`config.mk`:
```
export PLATFORM = sky130hd
export DESIGN_NAME = stim_ctrl_top
export DESIGN_NICKNAME = d
export VERILOG_FILES = /design/src/logic/host_cmd_pkg.sv /design/src/logic/resp_pkg.sv /design/src/logic/cmd_decoder.sv /design/src/logic/resp_fifo.sv /design/src/logic/pipe_out_stage.sv /design/src/logic/stim_ctrl_top.sv
export SDC_FILE = /design/constraint.sdc
export NUM_CORES = 1
export LEC_CHECK = 0
export BUFFER_PORTS_ARGS = -buffer_cell sky130_fd_sc_hd__buf_2
export CAP_MARGIN = 10
export CORE_ASPECT_RATIO = 1.75
export CORE_MARGIN = 2
export CORE_UTILIZATION = 49
export DETAILED_ROUTE_END_ITERATION = 16
export GPL_TIMING_DRIVEN = 0
export PLACE_DENSITY_LB_ADDON = 0.12
export SYNTH_ARGS = -nofsm -noshare
export SYNTH_HDL_FRONTEND = slang
export SYNTH_SLANG_ARGS = --single-unit
```
`constraint.sdc`:
```
create_clock -name clk -period 4.3 [get_ports clk]
set_input_delay 0.43 -clock clk [delete_from_list [all_inputs] [get_ports clk]]
set_output_delay 0.43 -clock clk [all_outputs]
set_load 0.005 [all_outputs]
```
`src/logic/host_cmd_pkg.sv`:
```
////////////////////////////////////////
// host command side definitions
// pipe-in word layout, command opcodes,
// error codes, decoder state encoding
////////////////////////////////////////

package host_cmd_pkg;

    // one pipe-in word, opcode byte on top
    typedef struct packed {
        logic [7:0] opcode;
        logic [7:0] arg;
    } cmd_word_t;

    typedef logic [15:0] err_code_t;

    // full-word commands
    localparam logic [15:0] cmd_nop           = 16'h0000;
    localparam logic [15:0] cmd_version_major = 16'h0100;
    localparam logic [15:0] cmd_version_minor = 16'h0101;
    localparam logic [15:0] cmd_read_error    = 16'h0102;
    localparam logic [15:0] cmd_set_coeff     = 16'h0200;  // one operand word follows

    // error codes, one bit each except none
    localparam err_code_t err_none           = 16'd0;
    localparam err_code_t err_unknown_cmd    = 16'd1;
    localparam err_code_t err_resp_overflow  = 16'd2;
    localparam err_code_t err_read_empty     = 16'd4;
    localparam err_code_t err_board_mismatch = 16'd8;

    localparam logic [15:0] version_major          = 16'd1;
    localparam logic [15:0] version_minor          = 16'd2;
    localparam logic [15:0] expected_board_id      = 16'd800;
    localparam logic [15:0] expected_board_version = 16'd1;

    // decoder expects either an opcode or the coefficient operand
    typedef enum logic {
        st_opcode  = 1'b0,
        st_operand = 1'b1
    } dec_state_t;

endpackage

```
`src/logic/resp_pkg.sv`:
```
////////////////////////////////////////
// response side definitions
// response word, response count,
// host status word layout
////////////////////////////////////////

package resp_pkg;

    // one word sent back to the host
    typedef logic [15:0] resp_word_t;

    // number of pending responses, 10 bits so depth stays below 1024
    typedef logic [9:0] count_t;

    localparam int max_count = 1023;

    // status word as seen by the host
    typedef struct packed {
        logic [5:0] reserved;  // always zero
        count_t     count;     // fifo words plus output register
    } status_t;

endpackage

```
`src/logic/cmd_decoder.sv`:
```
////////////////////////////////////////
// cmd_decoder
// host command parser, coefficient load,
// last error tracking, response writes
////////////////////////////////////////

`timescale 1ns/100ps

module cmd_decoder #(
    parameter logic [15:0] board_id      = 16'd800,
    parameter logic [15:0] board_version = 16'd1
) (
    input  logic                    clk,
    input  logic                    reset,
    input  host_cmd_pkg::cmd_word_t pipe_in_data,
    input  logic                    pipe_in_en,
    input  logic                    overflow,    // response dropped by the fifo
    input  logic                    read_empty,  // host read with nothing presented
    output logic                    resp_wr,
    output resp_pkg::resp_word_t    resp_data,
    output logic [15:0]             coeff
);

    // error left after reset depends on the board we were built for
    localparam host_cmd_pkg::err_code_t boot_err =
        (board_id == host_cmd_pkg::expected_board_id &&
         board_version == host_cmd_pkg::expected_board_version) ?
        host_cmd_pkg::err_none : host_cmd_pkg::err_board_mismatch;

    host_cmd_pkg::cmd_word_t  in_word;   // registered pipe-in word
    logic                     in_valid;  // in_word holds a new word
    host_cmd_pkg::dec_state_t state;
    host_cmd_pkg::err_code_t  last_err;

    // input register, decode runs one cycle behind the host strobe
    always_ff @(posedge clk) begin
        if (reset) begin
            in_valid <= 1'b0;
        end else begin
            in_valid <= pipe_in_en;
        end
        in_word <= pipe_in_data;
    end

    ////////////////////////////////////////
    // command decode

    always_ff @(posedge clk) begin
        if (reset) begin
            state   <= host_cmd_pkg::st_opcode;
            resp_wr <= 1'b0;
            coeff   <= 16'h0000;
        end else begin
            resp_wr <= 1'b0;                              // single cycle pulse
            if (in_valid) begin
                if (state == host_cmd_pkg::st_operand) begin
                    coeff <= in_word;                     // operand word of set_coeff
                    state <= host_cmd_pkg::st_opcode;
                end else begin
                    case (in_word)
                        host_cmd_pkg::cmd_version_major,
                        host_cmd_pkg::cmd_version_minor,
                        host_cmd_pkg::cmd_read_error: resp_wr <= 1'b1;
                        host_cmd_pkg::cmd_set_coeff:  state   <= host_cmd_pkg::st_operand;
                        default: begin
                        end                               // nop and unknowns emit nothing
                    endcase
                end
            end
        end
    end

    // response payload, only looked at when resp_wr is high
    always_ff @(posedge clk) begin
        case (in_word)
            host_cmd_pkg::cmd_version_major: resp_data <= host_cmd_pkg::version_major;
            host_cmd_pkg::cmd_version_minor: resp_data <= host_cmd_pkg::version_minor;
            default:                         resp_data <= last_err;  // read_error value
        endcase
    end

    ////////////////////////////////////////
    // error tracking, overflow wins, then empty read, then commands

    always_ff @(posedge clk) begin
        if (reset) begin
            last_err <= boot_err;
        end else if (overflow) begin
            last_err <= host_cmd_pkg::err_resp_overflow;
        end else if (read_empty) begin
            last_err <= host_cmd_pkg::err_read_empty;
        end else if (in_valid && state == host_cmd_pkg::st_opcode) begin
            case (in_word)
                host_cmd_pkg::cmd_nop,
                host_cmd_pkg::cmd_version_major,
                host_cmd_pkg::cmd_version_minor,
                host_cmd_pkg::cmd_set_coeff: begin
                end
                host_cmd_pkg::cmd_read_error: last_err <= host_cmd_pkg::err_none;  // read clears
                default:                      last_err <= host_cmd_pkg::err_unknown_cmd;
            endcase
        end
    end

    // an operand cycle never turns into a response
    a_no_resp_on_operand: assert property (@(posedge clk) disable iff (reset)
        state == host_cmd_pkg::st_operand |=> !$rose(resp_wr));

endmodule

```
`src/logic/resp_fifo.sv`:
```
////////////////////////////////////////
// resp_fifo
// circular response store, payload type
// set by the instance, overflow flag
////////////////////////////////////////

`timescale 1ns/100ps

module resp_fifo #(
    parameter int  resp_depth = 10,
    parameter type payload_t  = logic [15:0]
) (
    input  logic             clk,
    input  logic             reset,
    input  logic             wr,
    input  payload_t         wr_data,
    input  logic             pop,
    output payload_t         rd_data,    // head word, valid while not empty
    output logic             empty,
    output logic             overflow,   // write dropped this cycle
    output resp_pkg::count_t count
);

    // one word of the depth lives in the output register downstream
    localparam int store_depth = resp_depth - 1;
    localparam int ptr_w       = (store_depth > 1) ? $clog2(store_depth) : 1;

    if (resp_depth < 2 || resp_depth > resp_pkg::max_count) begin : g_depth_check
        $error("resp_fifo depth out of range");
    end

    payload_t         mem [store_depth];
    logic [ptr_w-1:0] wr_ptr;
    logic [ptr_w-1:0] rd_ptr;
    logic             full;
    logic             accept;

    function automatic logic [ptr_w-1:0] next_ptr(input logic [ptr_w-1:0] ptr);
        if (ptr == ptr_w'(store_depth - 1)) begin
            return '0;                                    // wrap
        end
        return ptr + 1'b1;
    endfunction

    assign full     = (count == resp_pkg::count_t'(store_depth));
    assign empty    = (count == '0);
    assign accept   = wr && (!full || pop);               // a pop makes room the same cycle
    assign overflow = wr && !accept;
    assign rd_data  = mem[rd_ptr];

    always_ff @(posedge clk) begin
        if (accept) begin
            mem[wr_ptr] <= wr_data;
        end
    end

    ////////////////////////////////////////
    // pointers and count

    always_ff @(posedge clk) begin
        if (reset) begin
            wr_ptr <= '0;
            rd_ptr <= '0;
            count  <= '0;
        end else begin
            if (accept) wr_ptr <= next_ptr(wr_ptr);
            if (pop)    rd_ptr <= next_ptr(rd_ptr);
            case ({accept, pop})
                2'b10:   count <= count + 1'b1;
                2'b01:   count <= count - 1'b1;
                default: count <= count;                  // both or neither
            endcase
        end
    end

    a_no_pop_empty: assert property (@(posedge clk) disable iff (reset) pop |-> !empty);
    a_count_bound:  assert property (@(posedge clk) disable iff (reset)
        count <= resp_pkg::count_t'(store_depth));

endmodule

```
`src/logic/pipe_out_stage.sv`:
```
////////////////////////////////////////
// pipe_out_stage
// host output register, refill from the
// response fifo, empty read detection
////////////////////////////////////////

`timescale 1ns/100ps

module pipe_out_stage (
    input  logic                 clk,
    input  logic                 reset,
    input  resp_pkg::resp_word_t rd_data,
    input  logic                 empty,
    output logic                 pop,
    input  logic                 pipe_out_read,
    output resp_pkg::resp_word_t pipe_out_data,
    output logic                 pipe_out_valid,
    output logic                 read_empty
);

    logic slot_free;  // register empty or being read this cycle

    assign slot_free  = !pipe_out_valid || pipe_out_read;
    assign pop        = slot_free && !empty;
    assign read_empty = pipe_out_read && !pipe_out_valid;  // host read nothing

    always_ff @(posedge clk) begin
        if (reset) begin
            pipe_out_valid <= 1'b0;
        end else if (slot_free) begin
            pipe_out_valid <= !empty;                     // refill or go idle
        end
    end

    // payload follows the pop
    always_ff @(posedge clk) begin
        if (pop) begin
            pipe_out_data <= rd_data;
        end
    end

endmodule

```
`src/logic/stim_ctrl_top.sv`:
```
////////////////////////////////////////
// stim_ctrl_top
// command decoder, response fifo and
// output stage, host status word
////////////////////////////////////////

`timescale 1ns/100ps

module stim_ctrl_top #(
    parameter int          resp_depth    = 10,
    parameter logic [15:0] board_id      = 16'd800,
    parameter logic [15:0] board_version = 16'd1
) (
    input  logic                    clk,
    input  logic                    reset,
    input  host_cmd_pkg::cmd_word_t pipe_in_data,
    input  logic                    pipe_in_en,
    input  logic                    pipe_out_read,
    output resp_pkg::resp_word_t    pipe_out_data,
    output logic                    pipe_out_valid,
    output logic [15:0]             coeff,
    output resp_pkg::status_t       status
);

    logic                 resp_wr;
    resp_pkg::resp_word_t resp_data;
    logic                 overflow;
    logic                 read_empty;
    logic                 pop;
    resp_pkg::resp_word_t rd_data;
    logic                 empty;
    resp_pkg::count_t     fifo_count;

    cmd_decoder #(
        .board_id      (board_id),
        .board_version (board_version)
    ) cmd_decoder_inst (
        .clk           (clk),
        .reset         (reset),
        .pipe_in_data  (pipe_in_data),
        .pipe_in_en    (pipe_in_en),
        .overflow      (overflow),
        .read_empty    (read_empty),
        .resp_wr       (resp_wr),
        .resp_data     (resp_data),
        .coeff         (coeff)
    );

    resp_fifo #(
        .resp_depth (resp_depth),
        .payload_t  (resp_pkg::resp_word_t)
    ) resp_fifo_inst (
        .clk      (clk),
        .reset    (reset),
        .wr       (resp_wr),
        .wr_data  (resp_data),
        .pop      (pop),
        .rd_data  (rd_data),
        .empty    (empty),
        .overflow (overflow),
        .count    (fifo_count)
    );

    pipe_out_stage pipe_out_stage_inst (
        .clk            (clk),
        .reset          (reset),
        .rd_data        (rd_data),
        .empty          (empty),
        .pop            (pop),
        .pipe_out_read  (pipe_out_read),
        .pipe_out_data  (pipe_out_data),
        .pipe_out_valid (pipe_out_valid),
        .read_empty     (read_empty)
    );

    // pending count includes the word held for the host
    assign status.reserved = '0;
    assign status.count    = fifo_count + resp_pkg::count_t'(pipe_out_valid);

    // fifo and output register together never hold more than the depth
    a_status_bound: assert property (@(posedge clk) disable iff (reset)
        status.count <= resp_pkg::count_t'(resp_depth));

endmodule

```
Yosys cells after proc, flatten, opt, wreduce, memory -nomap -nowiden
Memory sizes are Yosys's and may differ from the RTL's. A register that Yosys moved wholly into a read port is not among the register bits.
Cells that the tools add are included.
Widths: inputs -> output; s select.
{"block": "totals", "ram_bits": 144, "in_bits": 20, "memories": 1, "output_inout_bits": 49, "elab_cells": 80, "reg_bits": 86}
{"name": "resp_fifo_inst.mem", "depth": 9, "width": 16, "read_ports": 1, "rd_ports_with_merged_regs": 1, "write_ports": 1, "line": "resp_fifo.sv:32", "text": "payload_t mem [store_depth];"}
{"block": "classes", "n_bitwise": 3, "n_reduce_logical": 25, "add_sub_neg": 5, "eq_ne": 11, "mux": 21}
{"op": "$pmux 16 s2", "n": 2}
{"op": "$eq 16x9->1 const B", "n": 3}
{"op": "$pmux 10 s2", "n": 1}
{"op": "$eq 16x10->1 const B", "n": 1}
{"op": "$logic_not 16->1", "n": 1}
{"op": "$mux 4", "n": 4}
{"op": "$mux 1", "n": 11}
{"op": "$add 10x1->10", "n": 1}
{"op": "$add 10x1->10 const B", "n": 1}
{"op": "$eq 10x4->1 const B", "n": 1}
{"op": "$logic_not 10->1", "n": 1}
{"op": "$sub 10x1->10 const B", "n": 1}
{"op": "$reduce_or 3->1", "n": 3}
{"op": "$add 4x1->4 const B", "n": 2}
{"op": "$eq 4x4->1 const B", "n": 2}
{"op": "$reduce_and 2->1", "n": 4}
{"op": "$mux 3", "n": 2}
{"op": "$logic_and 1x1->1", "n": 5}
{"op": "$logic_not 1->1", "n": 4}
{"op": "$reduce_bool 2->1", "n": 2}
{"op": "$reduce_or 4->1", "n": 1}
{"op": "$ne 3x1->1 const B", "n": 1}
{"op": "$not 1->1", "n": 3}
{"op": "$reduce_bool 3->1", "n": 1}
{"op": "6 further kinds", "n": 7}

Logic depth before layout (Yosys ltp)
{"block": "logic_depth", "depth_word": 9, "ltp_mapped": 15, "depth_no_buf": 10}

Modules after synthesis
Synthesis repeated with hierarchy kept, for this count alone.
{"block": "unflattened", "cells_unflattened": 605, "hier_area_um2": 9018.6}
{"module": "resp_fifo", "area_per_inst_um2": 6842.8, "cells_each": 409, "seq_area_each_um2": 4764.6, "n_inst": 1}
{"module": "cmd_decoder", "area_per_inst_um2": 1441.4, "cells_each": 145, "seq_area_each_um2": 820.8, "n_inst": 1}
{"module": "pipe_out_stage", "area_per_inst_um2": 528.0, "cells_each": 22, "seq_area_each_um2": 500.5, "n_inst": 1}
{"module": "stim_ctrl_top", "area_per_inst_um2": 206.4, "cells_each": 29, "seq_area_each_um2": 0.0, "n_inst": 1}

Worst setup path after synthesis
Ideal clock, no wire load.
{"block": "synth_path", "path_kind": "reg-to-reg", "start": "register resp_fifo_inst.count[5]", "end": "register resp_fifo_inst.count[9]", "path_slack_ns": 0.695, "period_less_slack_ns": 3.605, "path_stages_with_launch": 14, "required_time_ns": 4.179, "t_arrival_ns": 3.484, "path_buffers": 3, "path_cell_list": "dfxtp_1 or4_4 o41a_1 buf_6 nand2b_4 buf_6 inv_2 clkbuf_1 ha_1 a211oi_1 nand2_1 o32ai_1 mux2i_1 mux2_2"}
{"block": "synth_via", "elab_chain_len": 7, "elab_cells_between_ends": 13}
{"item": "from (decl)", "line": "resp_fifo.sv:21", "text": "output resp_pkg::count_t count"}
{"item": "from (signal assigned)", "line": "resp_fifo.sv:69", "text": "2'b10: count <= count + 1'b1;"}
{"item": "from (signal assigned)", "line": "resp_fifo.sv:70", "text": "2'b01: count <= count - 1'b1;"}
{"item": "from (signal assigned)", "line": "resp_fifo.sv:71", "text": "default: count <= count;"}
{"item": "$logic_not 10->1 (*)", "line": "resp_fifo.sv:46", "text": "assign empty = (count == '0);"}
{"item": "$logic_not 1->1 (*)", "line": "pipe_out_stage.sv:24", "text": "assign pop = slot_free && !empty;"}
{"item": "$logic_and 1x1->1 (*)", "line": "pipe_out_stage.sv:24"}
{"item": "named net pipe_out_stage_inst.pop", "line": "pipe_out_stage.sv:14", "text": "output logic pop,"}
{"item": "$logic_or 1x1->1", "line": "resp_fifo.sv:47", "text": "assign accept = wr && (!full || pop);"}
{"item": "$logic_and 1x1->1", "line": "resp_fifo.sv:47"}
{"item": "$eq 2x1->1 or $eq 2x2->1 (tied branches)", "line": "resp_fifo.sv:68", "text": "case ({accept, pop})"}
{"item": "$pmux 10 s2 or $reduce_bool 2->1 (tied branches)"}
The timed path passes the listed nets; every way through them passes the cells marked *.
A chain may end at the register's enable or synchronous reset.

Worst setup path in the final report
Ends and elaborated chain as after synthesis.

==> flow_summary.toml <==
[status]
status = "completed"

[floorplanning]
core-area_um2 = 8200
rows = 44
start_util_pct = 49.7
die_w_um = 72.9
die_h_um = 125
boundaryPins = 69
die_area_um2 = 9090

[placed_design]
gp_congestion = 0.855
dp_worst_setup_slack_ns = 0.301
port_buffers = 49
dp.cells = 560
post-dp-hpwl_mm = 6.18

[grt]
grt_max_degree = 19
grt_usage_pct = 18.9
first_global_vias = 2951
overflow = 0
grt_pass1_wl_mm = 13.2
antenna_found_initial = 0

[layout]
nets = 516
finalNonFillerCells = 576
nFillCells = 722
diodes = 0
area_delta_synth_final_pct = 18.4
drive_gt1_share_pct = 20.2

[flow_run]
maxCapViolCount = 0

[pwr]
p_sw_share_pct = 30.8
power_density_nw_per_um2 = 567
p_clk_share_pct = 30.7
power_uw = 2730
internal_power_uw = 1890
sequentialPowerShare_pct = 37.6
power_frac_comb_pct = 31.8
ir_drop_v = 0.000347
leakagePower_uw = 0.00199
power.switching_uw = 843

[routing]
drc_errors = 0
via_per_inst = 5.23
wirelength_mm = 8.07
antenna_left = 0
avgRoutedWirePerCell_um = 14.0
dr.pass1.iters = 4
drt_iter0_drc = 148
vias = 3015

[worst_hold_path]
holdCritPathClass = "input pin to register"

[clock_tree]
clk_pin_slew_ns = 0.06
cts_hold_buffers = 0
cts_sinks = 90
h-tree-depth = 3
insertion_delay_ns = 0.34
clk_path_buf_depth = 2
cts_buffers = 9
cts_tree = "built"
cts_root_buf = "clkbuf_16"

[worst_setup_path]
arrival_ns = 4.13
cpPeakStageDelay_ns = 0.60
worstSetupPathType = "register to register"
end_kind = "register"
cp-start-kind = "register"
path_buf_inv = 4
crit_required_ns = 4.52
crit_fanout = 18
cp_top_family = "compound AO/OA/AOI/OAI gates"
crit_path_cell_trace = "or4_4 -> o41a_1 -> buf_6 -> nand2b_4 -> buf_6 -> inv_2 -> clkbuf_2 -> ha_1 -> a21oi_1 -> nor2_1 -> o32ai_1 -> mux2i_1 -> mux2_2"
crit_path_frequent_cell = "buf_6"
cpMaxStageDelayCell = "or4_4"

[sta]
max_freq_ghz = 0.256
rsz0062_at_grt = "no"
min_period_ns = 3.91
layout_setup_ws_ns = 0.391
worst_slew_pin_slew_ns = 0.673
fin_crit_sh_pct = 90.9
whs_ns = 0.190
slew_headroom_pct = 54.7
setup_tns_ns = 0
setup_violations = 0
hold_viol = 0
slew_viol_final = 0
clock_skew_ns = 0.00747

[logic_synthesis]
synth_warnings = 0
postSynthCellCount = 401
ys_ff_latch = 90
synth.avg_cell_area_um2 = 10.2
synthMuxAreaShare_pct = 5.34
synth_ff_type = "dfxtp_1"
synth_fa_ha_area_share_pct = 5.40
yosys.area.top_type = "dfxtp_1"
synth_simple_gate_area_share_pct = 15.7
synth_top_area_share_pct = 29.5
ys_seq_area_share_pct = 51.6
synthArstFlopShare_pct = 0
synth_compound_area_share_pct = 11.9
syn_area_um2 = 4080
synthTopCellsByArea = "dfxtp_1 (29%), edfxtp_1 (22%), ha_1 (4.9%)"
synth_top_family_by_area = "simple AND/OR/NAND/NOR gates"
ys_types = 52
synth_xor_area_share_pct = 3.01
synth_edf_count = 30
## registers in the layout, indices dropped and copies added (netlist names)
register	count
cmd_decoder_inst.last_err	3
resp_fifo_inst.count	10
resp_fifo_inst.mem	27
cmd_decoder_inst.coeff	16
resp_fifo_inst.rd_ptr	4
cmd_decoder_inst.in_word	16
pipe_out_stage_inst.pipe_out_data	3
cmd_decoder_inst.resp_data	3
cmd_decoder_inst.in_valid	1
pipe_out_stage_inst.pipe_out_valid	1
cmd_decoder_inst.resp_wr	1
resp_fifo_inst.wr_ptr	4
cmd_decoder_inst.state	1
## placed cells by master (no fill, tap or decap), types with 12 or more instances in the layout
master	instances
dfxtp_1	60
buf_2	50
nand2_1	47
a21oi_1	37
edfxtp_1	30
nor2_1	24
buf_4	19
conb_1	19
nand3_1	18
ha_1	16
inv_1	15
clkbuf_1	14
o21ai_0	12
## routing by layer
layer	routed length (um)	part of all wire [%]	track usage, %	vias to the layer above
li1	-	-	-	1549
met5	0	0	0	-
met4	291	3.6	10.8	0
met3	220	2.7	3.88	21
met1	3040	38	18.7	1390
met2	4510	56	34.7	55
## Yosys cell counts (8+ instances only)
cell,instances
a21oi_1,37
and2_1,8
buf_4,19
clkbuf_1,13
dfxtp_1,60
edfxtp_1,30
ha_1,16
inv_1,15
nand2_1,47
nand3_1,18
nor2_1,24
nor3_1,10
o21ai_0,12
xnor2_1,9
## cell type report
type                       instances  area [um2]  share of cell area [%]
buffer                            37         228                    4.72
clock buffer                      12         246                    5.11
clock inverter                     4        73.8                    1.53
inverter                          16        60.1                    1.24
multi-input combinational        276        1750                    36.4
sequential                        90        2100                    43.6
tap                               92         115                    2.39
timing repair buffer              49         245                    5.08
## power groups by stage
stage / sequential [uW] / clock, uW / combinational [uW]
finish: 1030 / 838 / 868
CTS: 1030 / 853 / 870
global placement: 1040 / 0 / 851
global route: 1040 / 891 / 979
floorplan: 1030 / 0 / 676
detailed placement: 1050 / 0 / 865
## kinds of logic after synthesis
| group | Yosys count |
|---|---|
| and+or+nand+nor | 133 |
| buffers and inverters | 53 |
| DFF | 90 |
| AOI/OAI and AO/OA | 79 |
| adders and majority gates | 17 |
| other | 1 |
| xor gates and xnor gates | 14 |
| muxes | 14 |
## metrics by stage
stage / instance area, um2 / util, %
after floorplan: 4140 / -
after global placement: 4500 / 54.9
after detailed placement: 4500 / 54.9
after CTS: 4820 / 58.8
after global routing: 4820 / 58.8
final: 4820 / 58.8
## path summary, 6_finish.rpt
| check | startpoint | endpoint | slack [ns] | cells past startpoint |
|---|---|---|---|---|
| worst max-delay path | resp_fifo_inst.count[5] | resp_fifo_inst.count[9] | 0.39 | 13 |
| worst min-delay path | pipe_in_data[2] | cmd_decoder_inst.in_word[2] | 0.19 | 1 |
| worst max register to register | resp_fifo_inst.count[5] | resp_fifo_inst.count[9] | 0.39 | 13 |
| worst min register to register | cmd_decoder_inst.in_word[15] | cmd_decoder_inst.coeff[15] | 0.45 | 2 |
## repair_timing
item,CTS,global route
buffers inserted,0,0
endpoints found under the setup margin,0,2
resized for setup,0,2
(Power assumes the default switching activity.)
